==> config.mk <==
export PLATFORM = sky130hd
export DESIGN_NAME = cpu_system
export DESIGN_NICKNAME = d
export VERILOG_FILES = /design/src/design/arch_defs_pkg.sv /design/src/design/cpu_system.sv /design/src/design/ram.sv /design/src/design/cpu.sv /design/src/design/control_unit.sv /design/src/design/alu.sv /design/src/design/program_counter.sv
export SDC_FILE = /design/constraint.sdc
export NUM_CORES = 1
export LEC_CHECK = 0
export CAP_MARGIN = 20
export CORE_ASPECT_RATIO = 0.6
export CORE_MARGIN = 2
export CORE_UTILIZATION = 45
export DETAILED_ROUTE_END_ITERATION = 16
export DONT_BUFFER_PORTS = 1
export SLEW_MARGIN = 0
export SYNTH_ARGS = -nofsm -noshare
export SYNTH_HDL_FRONTEND = slang
export SYNTH_SLANG_ARGS = --single-unit
==> constraint.sdc <==
create_clock -name clk -period 5.1 [get_ports clk]
set_clock_uncertainty 0.1 [all_clocks]
set_input_delay 0.765 -clock clk [delete_from_list [all_inputs] [get_ports clk]]
set_output_delay 0.765 -clock clk [all_outputs]
set_load 0.01 [all_outputs]
==> src/design/arch_defs_pkg.sv <==
`default_nettype none

package arch_defs_pkg;

    // ================================================
    // Datapath widths
    // ================================================
    // Bus, registers and RAM words
    localparam int DATA_WIDTH    = 8;
    // PC, MAR and RAM address
    localparam int ADDR_WIDTH    = 4;
    // Instruction split into upper and lower nibble
    localparam int OPCODE_WIDTH  = 4;
    localparam int OPERAND_WIDTH = 4;

    // Status flags and their bit positions in FLAGS
    localparam int FLAG_COUNT = 3;
    localparam int FLAG_Z     = 0;
    localparam int FLAG_C     = 1;
    localparam int FLAG_N     = 2;

    // ================================================
    // Instruction set
    // ================================================
    // Code 13 is unused and runs as a three-cycle no-op
    typedef enum logic [OPCODE_WIDTH-1:0] {
        NOP = 4'd0,
        LDA = 4'd1,
        LDB = 4'd2,
        LDI = 4'd3,
        STA = 4'd4,
        ADD = 4'd5,
        SUB = 4'd6,
        AND = 4'd7,
        ORR = 4'd8,
        JMP = 4'd9,
        JZ  = 4'd10,
        JC  = 4'd11,
        JN  = 4'd12,
        OUT = 4'd14,
        HLT = 4'd15
    } opcode_e;

    // ALU function select
    typedef enum logic [1:0] {
        ALU_ADD = 2'd0,
        ALU_SUB = 2'd1,
        ALU_AND = 2'd2,
        ALU_ORR = 2'd3
    } alu_op_e;

    // Microstep index within one instruction
    typedef logic [2:0] ustep_t;

endpackage

`default_nettype wire
==> src/design/cpu_system.sv <==
`timescale 1ns/10ps
`default_nettype none

module cpu_system
    import arch_defs_pkg::*;
#(
    parameter int DATA_WIDTH = arch_defs_pkg::DATA_WIDTH,
    parameter int ADDR_WIDTH = arch_defs_pkg::ADDR_WIDTH
) (
    input  wire                   clk,
    input  wire                   arst_n_i,
    // Program load, used while the CPU is held in reset
    input  wire                   prog_we_i,
    input  wire  [ADDR_WIDTH-1:0] prog_addr_i,
    input  wire  [DATA_WIDTH-1:0] prog_data_i,
    // OUT register
    output logic [DATA_WIDTH-1:0] out_data_o,
    output logic                  out_valid_o,
    // Status
    output logic                  halt_o,
    output logic                  flag_zero_o,
    output logic                  flag_carry_o,
    output logic                  flag_negative_o
);

    // CPU to RAM
    logic [ADDR_WIDTH-1:0] mem_addr;
    logic [DATA_WIDTH-1:0] mem_wdata, mem_rdata;
    logic                  mem_write;

    cpu #(
        .DATA_WIDTH (DATA_WIDTH),
        .ADDR_WIDTH (ADDR_WIDTH)
    ) u_cpu (
        .clk             (clk),
        .arst_n_i        (arst_n_i),
        .mem_addr_o      (mem_addr),
        .mem_data_i      (mem_rdata),
        .mem_write_o     (mem_write),
        .mem_data_o      (mem_wdata),
        .out_data_o      (out_data_o),
        .out_valid_o     (out_valid_o),
        .halt_o          (halt_o),
        .flag_zero_o     (flag_zero_o),
        .flag_carry_o    (flag_carry_o),
        .flag_negative_o (flag_negative_o)
    );

    ram #(
        .DATA_WIDTH (DATA_WIDTH),
        .ADDR_WIDTH (ADDR_WIDTH)
    ) u_ram (
        .clk         (clk),
        .addr_i      (mem_addr),
        .we_i        (mem_write),
        .wdata_i     (mem_wdata),
        .rdata_o     (mem_rdata),
        .prog_we_i   (prog_we_i),
        .prog_addr_i (prog_addr_i),
        .prog_data_i (prog_data_i)
    );

endmodule

`default_nettype wire

==> src/design/ram.sv <==
`timescale 1ns/10ps
`default_nettype none

module ram
    import arch_defs_pkg::*;
#(
    parameter int DATA_WIDTH = arch_defs_pkg::DATA_WIDTH,
    parameter int ADDR_WIDTH = arch_defs_pkg::ADDR_WIDTH
) (
    input  wire                   clk,
    // CPU port
    input  wire  [ADDR_WIDTH-1:0] addr_i,
    input  wire                   we_i,
    input  wire  [DATA_WIDTH-1:0] wdata_i,
    output logic [DATA_WIDTH-1:0] rdata_o,
    // Program load port
    input  wire                   prog_we_i,
    input  wire  [ADDR_WIDTH-1:0] prog_addr_i,
    input  wire  [DATA_WIDTH-1:0] prog_data_i
);

    // Contents survive a CPU reset
    logic [DATA_WIDTH-1:0] mem [2**ADDR_WIDTH];

    // Program load beats a CPU store in the same cycle
    always_ff @(posedge clk) begin
        if (prog_we_i) begin
            mem[prog_addr_i] <= prog_data_i;
        end else if (we_i) begin
            mem[addr_i] <= wdata_i;
        end
    end

    // Combinational read
    assign rdata_o = mem[addr_i];

endmodule

`default_nettype wire

==> src/design/cpu.sv <==
`timescale 1ns/10ps
`default_nettype none

module cpu
    import arch_defs_pkg::*;
#(
    parameter int DATA_WIDTH = arch_defs_pkg::DATA_WIDTH,
    parameter int ADDR_WIDTH = arch_defs_pkg::ADDR_WIDTH
) (
    input  wire                   clk,
    input  wire                   arst_n_i,
    // Memory side
    output logic [ADDR_WIDTH-1:0] mem_addr_o,
    input  wire  [DATA_WIDTH-1:0] mem_data_i,
    output logic                  mem_write_o,
    output logic [DATA_WIDTH-1:0] mem_data_o,
    // Output register
    output logic [DATA_WIDTH-1:0] out_data_o,
    output logic                  out_valid_o,
    // Status
    output logic                  halt_o,
    output logic                  flag_zero_o,
    output logic                  flag_carry_o,
    output logic                  flag_negative_o
);

    // Control strobes
    logic load_a, load_b, load_ir, load_pc, load_mar;
    logic load_flags, load_sets_zn, pc_enable, out_load;
    logic oe_pc, oe_ram, oe_ir, oe_alu, oe_a;
    alu_op_e alu_op;
    ustep_t  ustep;

    // Datapath
    logic [DATA_WIDTH-1:0]    bus;
    logic [DATA_WIDTH-1:0]    a_reg, b_reg, ir_reg, alu_result;
    logic [ADDR_WIDTH-1:0]    pc;
    logic [OPERAND_WIDTH-1:0] operand;
    logic [DATA_WIDTH-1:0]    operand_ext;
    opcode_e                  opcode;

    // Flags
    logic [FLAG_COUNT-1:0] flags_reg, flags_d;
    logic                  alu_zero, alu_carry, alu_negative;

    // ================================================
    // Instruction decode
    // ================================================
    assign operand     = ir_reg[OPERAND_WIDTH-1:0];
    assign operand_ext = {{(DATA_WIDTH-OPERAND_WIDTH){1'b0}}, operand};

    // During the IR fetch step the opcode comes straight from RAM
    // so the control unit can end a NOP one cycle early
    assign opcode = (ustep == ustep_t'(1)) ?
                    opcode_e'(mem_data_i[DATA_WIDTH-1 -: OPCODE_WIDTH]) :
                    opcode_e'(ir_reg[DATA_WIDTH-1 -: OPCODE_WIDTH]);

    // ================================================
    // Shared bus
    // ================================================
    // Priority mux that carries zero when no enable is set
    always_comb begin
        if (oe_pc) begin
            bus = {{(DATA_WIDTH-ADDR_WIDTH){1'b0}}, pc};
        end else if (oe_ram) begin
            bus = mem_data_i;
        end else if (oe_ir) begin
            bus = operand_ext;
        end else if (oe_alu) begin
            bus = alu_result;
        end else if (oe_a) begin
            bus = a_reg;
        end else begin
            bus = '0;
        end
    end

    // ================================================
    // Registers
    // ================================================
    always_ff @(posedge clk or negedge arst_n_i) begin
        if (!arst_n_i) begin
            a_reg       <= '0;
            b_reg       <= '0;
            ir_reg      <= '0;
            mem_addr_o  <= '0;
            flags_reg   <= '0;
            out_data_o  <= '0;
            out_valid_o <= 1'b0;
        end else begin
            if (load_a)     a_reg      <= bus;
            if (load_b)     b_reg      <= bus;
            if (load_ir)    ir_reg     <= bus;
            if (load_mar)   mem_addr_o <= bus[ADDR_WIDTH-1:0];
            if (load_flags) flags_reg  <= flags_d;
            // OUT latches A and the strobe lands with the new value
            if (out_load)   out_data_o <= a_reg;
            out_valid_o <= out_load;
        end
    end

    // STA always writes A
    assign mem_data_o = a_reg;

    // Flag source is the loaded value or the ALU status
    // LDI puts the zero-extended operand on the bus, LDA and LDB the RAM word
    always_comb begin
        if (load_sets_zn) begin
            flags_d[FLAG_Z] = (bus == '0);
            flags_d[FLAG_C] = 1'b0;
            flags_d[FLAG_N] = bus[DATA_WIDTH-1];
        end else begin
            flags_d[FLAG_Z] = alu_zero;
            flags_d[FLAG_C] = alu_carry;
            flags_d[FLAG_N] = alu_negative;
        end
    end

    assign flag_zero_o     = flags_reg[FLAG_Z];
    assign flag_carry_o    = flags_reg[FLAG_C];
    assign flag_negative_o = flags_reg[FLAG_N];

    // ================================================
    // PC, ALU and control unit
    // ================================================
    program_counter #(
        .ADDR_WIDTH (ADDR_WIDTH)
    ) u_program_counter (
        .clk      (clk),
        .arst_n_i (arst_n_i),
        .enable_i (pc_enable),
        .load_i   (load_pc),
        .pc_i     (bus[ADDR_WIDTH-1:0]),
        .pc_o     (pc)
    );

    alu #(
        .DATA_WIDTH (DATA_WIDTH)
    ) u_alu (
        .clk        (clk),
        .arst_n_i   (arst_n_i),
        .a_i        (a_reg),
        .b_i        (b_reg),
        .alu_op_i   (alu_op),
        .result_o   (alu_result),
        .zero_o     (alu_zero),
        .carry_o    (alu_carry),
        .negative_o (alu_negative)
    );

    control_unit u_control_unit (
        .clk            (clk),
        .arst_n_i       (arst_n_i),
        .opcode_i       (opcode),
        .flags_i        (flags_reg),
        .ustep_o        (ustep),
        .load_a_o       (load_a),
        .load_b_o       (load_b),
        .load_ir_o      (load_ir),
        .load_pc_o      (load_pc),
        .load_mar_o     (load_mar),
        .load_flags_o   (load_flags),
        .load_sets_zn_o (load_sets_zn),
        .mem_write_o    (mem_write_o),
        .oe_pc_o        (oe_pc),
        .oe_ram_o       (oe_ram),
        .oe_ir_o        (oe_ir),
        .oe_alu_o       (oe_alu),
        .oe_a_o         (oe_a),
        .pc_enable_o    (pc_enable),
        .out_load_o     (out_load),
        .alu_op_o       (alu_op),
        .halt_o         (halt_o)
    );

endmodule

`default_nettype wire

==> src/design/control_unit.sv <==
`timescale 1ns/10ps
`default_nettype none

module control_unit
    import arch_defs_pkg::*;
(
    input  wire                   clk,
    input  wire                   arst_n_i,
    input  wire  opcode_e         opcode_i,
    input  wire  [FLAG_COUNT-1:0] flags_i,
    output ustep_t                ustep_o,
    // Register load strobes
    output logic                  load_a_o,
    output logic                  load_b_o,
    output logic                  load_ir_o,
    output logic                  load_pc_o,
    output logic                  load_mar_o,
    output logic                  load_flags_o,
    output logic                  load_sets_zn_o,
    output logic                  mem_write_o,
    // Bus output enables
    output logic                  oe_pc_o,
    output logic                  oe_ram_o,
    output logic                  oe_ir_o,
    output logic                  oe_alu_o,
    output logic                  oe_a_o,
    // Misc control
    output logic                  pc_enable_o,
    output logic                  out_load_o,
    output alu_op_e               alu_op_o,
    output logic                  halt_o
);

    // Set on the final microstep of an instruction
    logic last_step;
    // Condition of a conditional jump is met
    logic take_jump;

    // ================================================
    // Microstep sequencer
    // ================================================
    // Frozen for good once HLT reaches its execute step
    always_ff @(posedge clk or negedge arst_n_i) begin
        if (!arst_n_i) begin
            ustep_o <= '0;
        end else if (!halt_o) begin
            if (last_step) begin
                ustep_o <= '0;
            end else begin
                ustep_o <= ustep_o + 1'b1;
            end
        end
    end

    // Branch condition from the FLAGS register
    always_comb begin
        case (opcode_i)
            JZ:      take_jump = flags_i[FLAG_Z];
            JC:      take_jump = flags_i[FLAG_C];
            JN:      take_jump = flags_i[FLAG_N];
            default: take_jump = 1'b0;
        endcase
    end

    // ALU function follows the opcode in every step
    always_comb begin
        case (opcode_i)
            SUB:     alu_op_o = ALU_SUB;
            AND:     alu_op_o = ALU_AND;
            ORR:     alu_op_o = ALU_ORR;
            default: alu_op_o = ALU_ADD;
        endcase
    end

    // ================================================
    // Microcode table
    // ================================================
    always_comb begin
        // All strobes idle unless a step asks for them
        load_a_o       = 1'b0;
        load_b_o       = 1'b0;
        load_ir_o      = 1'b0;
        load_pc_o      = 1'b0;
        load_mar_o     = 1'b0;
        load_flags_o   = 1'b0;
        load_sets_zn_o = 1'b0;
        mem_write_o    = 1'b0;
        oe_pc_o        = 1'b0;
        oe_ram_o       = 1'b0;
        oe_ir_o        = 1'b0;
        oe_alu_o       = 1'b0;
        oe_a_o         = 1'b0;
        pc_enable_o    = 1'b0;
        out_load_o     = 1'b0;
        halt_o         = 1'b0;
        last_step      = 1'b0;

        case (ustep_o)
            // Fetch: PC to MAR
            3'd0: begin
                oe_pc_o    = 1'b1;
                load_mar_o = 1'b1;
            end
            // Fetch: RAM to IR, bump PC
            // Opcode here is the byte being fetched, so NOP can end now
            3'd1: begin
                oe_ram_o    = 1'b1;
                load_ir_o   = 1'b1;
                pc_enable_o = 1'b1;
                last_step   = (opcode_i == NOP);
            end
            // First execute step
            3'd2: begin
                case (opcode_i)
                    LDI: begin
                        oe_ir_o        = 1'b1;
                        load_a_o       = 1'b1;
                        load_flags_o   = 1'b1;
                        load_sets_zn_o = 1'b1;
                        last_step      = 1'b1;
                    end
                    // Operand address into MAR
                    LDA, LDB, STA: begin
                        oe_ir_o    = 1'b1;
                        load_mar_o = 1'b1;
                    end
                    // ALU is busy filling its result register
                    ADD, SUB, AND, ORR: ;
                    JMP: begin
                        oe_ir_o   = 1'b1;
                        load_pc_o = 1'b1;
                        last_step = 1'b1;
                    end
                    JZ, JC, JN: begin
                        oe_ir_o   = take_jump;
                        load_pc_o = take_jump;
                        last_step = 1'b1;
                    end
                    OUT: begin
                        out_load_o = 1'b1;
                        last_step  = 1'b1;
                    end
                    HLT: halt_o = 1'b1;
                    default: last_step = 1'b1;
                endcase
            end
            // Second execute step
            3'd3: begin
                last_step = 1'b1;
                case (opcode_i)
                    LDA, LDB: begin
                        oe_ram_o       = 1'b1;
                        load_a_o       = (opcode_i == LDA);
                        load_b_o       = (opcode_i == LDB);
                        load_flags_o   = 1'b1;
                        load_sets_zn_o = 1'b1;
                    end
                    STA: begin
                        oe_a_o      = 1'b1;
                        mem_write_o = 1'b1;
                    end
                    ADD, SUB, AND, ORR: begin
                        oe_alu_o     = 1'b1;
                        load_a_o     = 1'b1;
                        load_flags_o = 1'b1;
                    end
                    default: ;
                endcase
            end
            // Steps past 3 are never reached, recover to fetch
            default: last_step = 1'b1;
        endcase
    end

endmodule

`default_nettype wire

==> src/design/alu.sv <==
`timescale 1ns/10ps
`default_nettype none

module alu
    import arch_defs_pkg::*;
#(
    parameter int DATA_WIDTH = arch_defs_pkg::DATA_WIDTH
) (
    input  wire                   clk,
    input  wire                   arst_n_i,
    input  wire  [DATA_WIDTH-1:0] a_i,
    input  wire  [DATA_WIDTH-1:0] b_i,
    input  wire  alu_op_e         alu_op_i,
    output logic [DATA_WIDTH-1:0] result_o,
    output logic                  zero_o,
    output logic                  carry_o,
    output logic                  negative_o
);

    // One extra bit holds the carry or the borrow
    logic [DATA_WIDTH:0] calc;

    always_comb begin
        case (alu_op_i)
            ALU_ADD: calc = {1'b0, a_i} + {1'b0, b_i};
            // Top bit set means borrow, so carry is its inverse
            ALU_SUB: calc = {1'b0, a_i} - {1'b0, b_i};
            ALU_AND: calc = {1'b0, a_i & b_i};
            default: calc = {1'b0, a_i | b_i};
        endcase
    end

    // Result and status are registered together, one cycle behind the inputs
    always_ff @(posedge clk or negedge arst_n_i) begin
        if (!arst_n_i) begin
            result_o   <= '0;
            zero_o     <= 1'b0;
            carry_o    <= 1'b0;
            negative_o <= 1'b0;
        end else begin
            result_o   <= calc[DATA_WIDTH-1:0];
            zero_o     <= (calc[DATA_WIDTH-1:0] == '0);
            negative_o <= calc[DATA_WIDTH-1];
            // Logic ops never produce a carry
            case (alu_op_i)
                ALU_ADD: carry_o <= calc[DATA_WIDTH];
                ALU_SUB: carry_o <= ~calc[DATA_WIDTH];
                default: carry_o <= 1'b0;
            endcase
        end
    end

endmodule

`default_nettype wire

==> src/design/program_counter.sv <==
`timescale 1ns/10ps
`default_nettype none

module program_counter
    import arch_defs_pkg::*;
#(
    parameter int ADDR_WIDTH = arch_defs_pkg::ADDR_WIDTH
) (
    input  wire                   clk,
    input  wire                   arst_n_i,
    input  wire                   enable_i,
    input  wire                   load_i,
    input  wire  [ADDR_WIDTH-1:0] pc_i,
    output logic [ADDR_WIDTH-1:0] pc_o
);

    // Jump target beats increment
    // Natural wrap from the top address back to 0
    always_ff @(posedge clk or negedge arst_n_i) begin
        if (!arst_n_i) begin
            pc_o <= '0;
        end else if (load_i) begin
            pc_o <= pc_i;
        end else if (enable_i) begin
            pc_o <= pc_o + 1'b1;
        end
    end

endmodule

`default_nettype wire

# After elaboration in Yosys (flattened, before gate mapping)
# Memory sizes are Yosys's and may differ from the RTL's.
# Cells that the tools add are included.
# word_totals
mem_count	1
rom_bits	0
ff_bits	58
ramBits	128
latchBits	0
word_cells	104
# classes
n_lt_le_gt_ge	0
div	0
multipliers	0
bitwise	3
addsub	4
shifts	0
reduce_logical	14
muxes	50
eq_ne	19
# memory_table
name	depth	width	rd	rd_clocked_by_memory_dff	wr	line	rtl
u_ram.mem	16	8	1	0	1	ram.sv:23	logic [DATA_WIDTH-1:0] mem [2**ADDR_WIDTH];
# ops
op	n
8-bit 2-to-1 mux	6
4-bit == test, second input constant	7
9-bit one-hot mux with 3 select lines	1
1-bit 2-to-1 mux	25
1-bit one-hot mux with 2 select lines	9
4-bit by 3-bit == test with 1-bit output, second input constant	4
8-bit zero test	2
4-bit 2-to-1 mux	4
8-bit OR reduction	2
8-bit by 8-bit adder with 9-bit output	1
8-bit by 8-bit subtractor with 9-bit output	1
8-bit AND	1
4-bit by 2-bit == test with 1-bit output, second input constant	2
8-bit OR	1
3-bit by 2-bit == test with 1-bit output, second input constant	2
3-bit 2-to-1 mux	2
1-bit one-hot mux with 3 select lines	2
2-bit one-hot mux with 3 select lines	1
3-bit OR reduction	2
6-bit OR reduction	1
5-bit OR reduction	1
4-bit by 1-bit adder with 4-bit output, second input constant	1
4-bit by 1-bit == test with 1-bit output, second input constant	1
4-bit zero test	1
10 further kinds	10

# Depth between registers and ports, before layout
# depth
ltp_word	12
mapped_depth	25

# Modules after synthesis
# A second synthesis with hierarchy kept.
# unflattened
cells_unflattened	644
area_unflattened_um2	8912.3
# modules_own_cells
mod	seq_area_each_um2	n_inst	area_each_um2	cells_each
ram	3843.7	1	5242.5	281
cpu	1001.0	1	1860.5	149
alu	250.2	1	1027.2	117
control_unit	75.1	1	579.3	79
program_counter	100.1	1	202.7	18

# Worst setup path after synthesis
# No wires, ideal clock.
# synth_path
kind	reg2reg
start	register u_cpu.mem_addr_o[2]
end	register u_cpu.u_alu.zero_o
path_buffers	4
setup_ps	86
arrival_time_ps	4617
period_less_slack_ps	4803
path_stages_with_launch	26
required_time_ps	4914
setup_slack_ps	297
cell_sequence	dfrtp_1 -> buf_4 -> buf_4 -> buf_4 -> nor2_1 -> a22oi_1 -> a31oi_1 -> nor3_2 -> clkbuf_1 -> nor2_1 -> nand2_1 -> nor2_1 -> a21o_1 -> inv_1 -> ha_1 -> nor2b_1 -> o21ai_0 -> nand2b_1 -> a21o_1 -> a21o_1 -> a21o_1 -> a21oi_1 -> xnor2_1 -> a221o_1 -> or3_1 -> nor3_1
# synth_between
elab_chain_len	7
word_cells_on_any_way	11
classes_between	5 x eq/ne; 3 x mux; 2 x reduce/logical; 1 x memory
# synth_rtl
item	line	rtl
from (decl)	cpu.sv:13	output logic [ADDR_WIDTH-1:0] mem_addr_o,
from (signal assigned)	cpu.sv:94	if (load_mar) mem_addr_o <= bus[ADDR_WIDTH-1:0];
memory read 16 x 8 bit (*)	--	
4-bit 2-to-1 mux (*)	cpu.sv:54	assign opcode = (ustep == ustep_t'(1)) ?
4-bit == test or 4-bit by 3-bit == test with 1-bit output (tied branches)	control_unit.sv:67	case (opcode_i)
2-bit one-hot mux with 3 select lines (*)	control_unit.sv:67	
2-bit == test (tied with other cells)	alu.sv:24	case (alu_op_i)
9-bit one-hot mux with 3 select lines (*)	alu.sv:24	
net u_cpu.u_alu.calc[7]	alu.sv:21	logic [DATA_WIDTH:0] calc;
8-bit zero test (*)	alu.sv:42	zero_o <= (calc[DATA_WIDTH-1:0] == '0);
to (signal assigned)	alu.sv:42	
to (decl)	alu.sv:15	output logic zero_o,
# The timed path passes the listed nets; every way through them passes the cells marked *.
# A chain may end at the register's enable or synchronous reset.

# Final worst setup path
# Same ends and word-level chain as after synthesis.

==> results by group <==
Routing
  • Initial drt markers: around 780
  • Detail-routed net length per standard cell: roughly 24 um
  • Pre-antenna DRT Iters: 5
  • DRC viols: 0
  • Wirelength, routed: between 20 and 25 mm
  • ANT nets after route: 0
  • Via/cell ratio: roughly 6
  • Via count: 5571

CTS
  • Worst-path clk slew: 0.08 ns
  • H-tree depth: 4
  • Clk Latency, worst-skew pair: 0.44 ns
  • Sink Count: 185
  • Root Driver: clkbuf_16
  • CTS max path bufs: 2
  • CTS tree: yes
  • CTS buffer count: 17

Timing
  • Final setup vio count: 0
  • Slew @ Worst Pin: ~0.94 ns
  • Crit path time final: 4.79 ns
  • Fin. Hold Viols: 0
  • Fmax: 0.209 GHz
  • Crit share post-route: 93.9%
  • WHS: 0.0950 ns
  • Final worst setup slack: 0.310 ns
  • Slew Limit Fails: 0
  • Rel. slew slack: 37.2%

Finish
  • Fillers: ~1600
  • Max FFs per register: between 100 and 150
  • Design Area, Final: 0.00994 mm^2
  • ANT cells: 0
  • Area grow syn2layout: 13.7%
  • Reg with most FFs: u_ram.mem
  • Layout cell share with drive strength beyond 1: a little under a quarter
  • Fin util: 52.2%
  • Net count, final: 706
  • Finished Layout Cells: 932

Global routing
  • GRT overflow: 0
  • Vias in the first global route: 5507
  • Initial antenna violation count: 0
  • Met3 Track Usage GR: under 10%
  • GRT Max-Usage Layer: met1
  • GRT met2 Usage: 30.1%
  • First-pass GRT wire length: between 30 and 40 mm
  • Pin count of the biggest net entering global routing: 58
  • Met1 Usage GRT: 36.5%
  • GRT Util Overall: 22.9%

Setup path
  • Worst reg2reg path startpoint: u_cpu.mem_addr_o[2]
  • CP Data Required Time: about 5.4 ns
  • Worst-path fanout max: 21
  • Worst Setup SP: u_cpu.mem_addr_o[2]
  • Worst path arrival time: 5.04 ns
  • Crit path launch type: register
  • Reg-to-reg setup timing slack: 0.31 ns
  • Reg2reg path depth: 22
  • CP endpoint kind: register
  • R2r endpoint: u_cpu.u_alu.zero_o
  • Crit Path Class: reg -> reg
  • Critical path endpoint: u_cpu.u_alu.zero_o

Yosys
  • Post-synthesis mux area share: 14.0%
  • Post-Synth XOR/XNOR Area: 1.70%
  • Share of flip-flops with an asynchronous set or reset: 30.8%
  • Compound-Gate Fraction of Synth Area: 9.30%
  • Sequential area share after synthesis: 60.2%
  • Synth area leader: edfxtp_1
  • Post-Syn Nets: 670
  • Synth cell types: 65
  • Synth Instances: 637
  • Yosys reg bits: 185
  • Ys flop type: edfxtp_1
  • Largest family of logic cells by synthesized area: multiplexers
  • Synthesized cell area: 0.00875 mm^2
  • Yosys top cell area share: between 40% and 50%
  • Post-synth EDFFs: roughly 130
  • Largest cells by area after synthesis: edfxtp_1, dfrtp_1, mux4_2
  • Synth Area in Simple Gates: 9.47%
  • Syn Area/Cell: 13.7 um^2
  • Post-Synth Adder-Cell Area: ~2.7%
  • Syn. warnings: 0

Die
  • IO Pins: 28
  • Die Y: around 110 um
  • Core area: about 0.019 mm^2
  • Initial Util: 46.0%
  • Die Wd: 184 um
  • Die area: 0.0206 mm^2
  • Num rows: 39

Power
  • P per Cell Area: 646 mW/mm^2
  • Clock power share: between 20% and 30%
  • Static Leakage: between 3 and 4 nW
  • Max VDD drop: 0.291 mV
  • Int Pwr: 3.87 mW
  • Psw: 2.56 mW
  • Register share of total power: 31.5%
  • Combinational group share of total power: 46.8%
  • Sw frac: 39.8%

Placed design
  • Pre-CTS WS: 0.115 ns
  • HPWL Detailed: 15.5 mm
  • Placed cell areas: 0.00925 mm^2
  • Global placement routability congestion: between 0.8 and 0.9
  • Port Buffer Count: 0
  • Dpl cells: about 900

Status
  • Status: finished clean

Hold path
  • Worst hold path class: in -> async

Flow run
  • Max Cap Viol: 0
==> worst min path at each step <==
stage | startpoint | to
floorplan | u_cpu.u_alu.carry_o | u_cpu.flags_reg[1]
global route | arst_n_i | u_cpu.u_alu.carry_o
detailed placement | u_cpu.ir_reg[3] | u_cpu.ir_reg[3]
finish | arst_n_i | u_cpu.flags_reg[0]
global placement | u_cpu.ir_reg[1] | u_cpu.ir_reg[1]
CTS | arst_n_i | u_cpu.out_data_o[7]
==> worst max-delay path, stage by stage (launching register included) <==
cell      delay, ns
dfrtp_2        0.42
buf_12         0.19
mux4_2         0.52
mux2i_2        0.20
nor3_1         0.12
nor3_4         0.22
and2_4         0.21
nand2_2        0.12
nor2_1         0.12
a21o_1         0.13
inv_1          0.05
ha_1           0.26
nor2b_1        0.12
o21ai_0        0.15
nand2b_1       0.11
a21o_1         0.19
a21o_1         0.20
a21o_1         0.19
a21oi_1        0.17
xnor2_1        0.08
a221o_1        0.31
or3_1          0.37
nor3_1         0.17
==> stage by stage <==
step / total power, mW / TNS (ns)
2_1_floorplan: 4.12 / 0
3_3_place_gp: 4.89 / 0
3_5_place_dp: 4.94 / 0
4_1_cts: 6.36 / 0
5_1_grt: 6.82 / -0.00294
6_report: 6.42 / 0
==> power groups by stage <==
stage          Sequential, mW  Clock, mW  Combinational, mW
6_report                 2.02       1.40               3.01
4_1_cts                  2.01       1.41               2.93
3_5_place_dp             2.05          0               2.89
3_3_place_gp             2.04          0               2.85
2_1_floorplan            1.95          0               2.17
5_1_grt                  2.04       1.48               3.30
==> routing by layer <==
layer  share of wire [%]  vias up
li1                    -     2488
met1                  49     2802
met5                   0        -
met3                 9.8       23
met2                  40      258
met4                 1.1        0
==> cell type report <==
cell class / instances / area (um^2) / share of cell area [%]
Multi-Input combinational cell: 401 / 3270 / 32.9
Inverter: 22 / 82.6 / 0.831
Tap cell: 246 / 308 / 3.10
Clock inverter: 15 / 200 / 2.01
Timing Repair Buffer: 46 / 385 / 3.88
Sequential cell: 185 / 5270 / 53.0
Clock buffer: 17 / 425 / 4.28
==> synthesized netlist by cell type (all sizes together), types with 3 or more instances <==
| library cell | n |
|---|---|
| nor2 | 50 |
| o31ai | 7 |
| a21oi | 30 |
| a31oi | 9 |
| nand3 | 7 |
| and3 | 6 |
| clkbuf | 12 |
| nand2 | 49 |
| mux2i | 19 |
| a221oi | 6 |
| mux2 | 30 |
| a21o | 8 |
| edfxtp | 128 |
| nand3b | 4 |
| o21ai | 28 |
| and2 | 3 |
| nor3b | 4 |
| nand4 | 4 |
| xnor2 | 10 |
| mux4 | 31 |
| a211oi | 3 |
| nor3 | 12 |
| a22oi | 9 |
| buf | 17 |
| nor2b | 12 |
| nand2b | 6 |
| inv | 22 |
| xor2 | 7 |
| dfrtp | 57 |
| or2 | 3 |
| ha | 17 |
| a32o | 3 |
==> kinds of logic (layout without fill, tap and decap cells) <==
kind of cell / count (synthesis) / in the layout
buffers and inverters: 51 / 100
flip-flops: 185 / 185
XOR/XNOR: 17 / 17
multiplexers: 80 / 80
adder cells (fa/ha/maj): 18 / 18
AND/OR/NAND/NOR: 167 / 167
AO/OA/AOI/OAI: 119 / 119
==> repair_timing <==
action,4_1_cts,5_1_grt
setup endpoints to repair,0,1
hold endpoints to repair,57,0
setup buffers,0,2
gates resized for setup,0,10
hold buffers,1,0
==> cells in the final DEF (no fill, tap or decap), types with 7 or more instances in the layout <==
cell type | synthesis | layout
nand3_1 | 7 | 7
xor2_1 | 7 | 7
a22oi_1 | 9 | 9
dfrtp_1 | 57 | 54
mux4_2 | 31 | 31
nor3_1 | 9 | 9
ha_1 | 17 | 17
a21oi_1 | 30 | 30
nor2b_1 | 12 | 12
a31oi_1 | 9 | 8
mux2_2 | 27 | 27
edfxtp_1 | 128 | 128
nand2_1 | 49 | 48
clkbuf_16 | 0 | 17
a21o_1 | 8 | 8
xnor2_1 | 10 | 10
buf_4 | 5 | 42
nor2_1 | 50 | 49
o21ai_0 | 22 | 22
inv_1 | 22 | 22
mux2i_1 | 19 | 18
(Power assumes the default switching activity.)
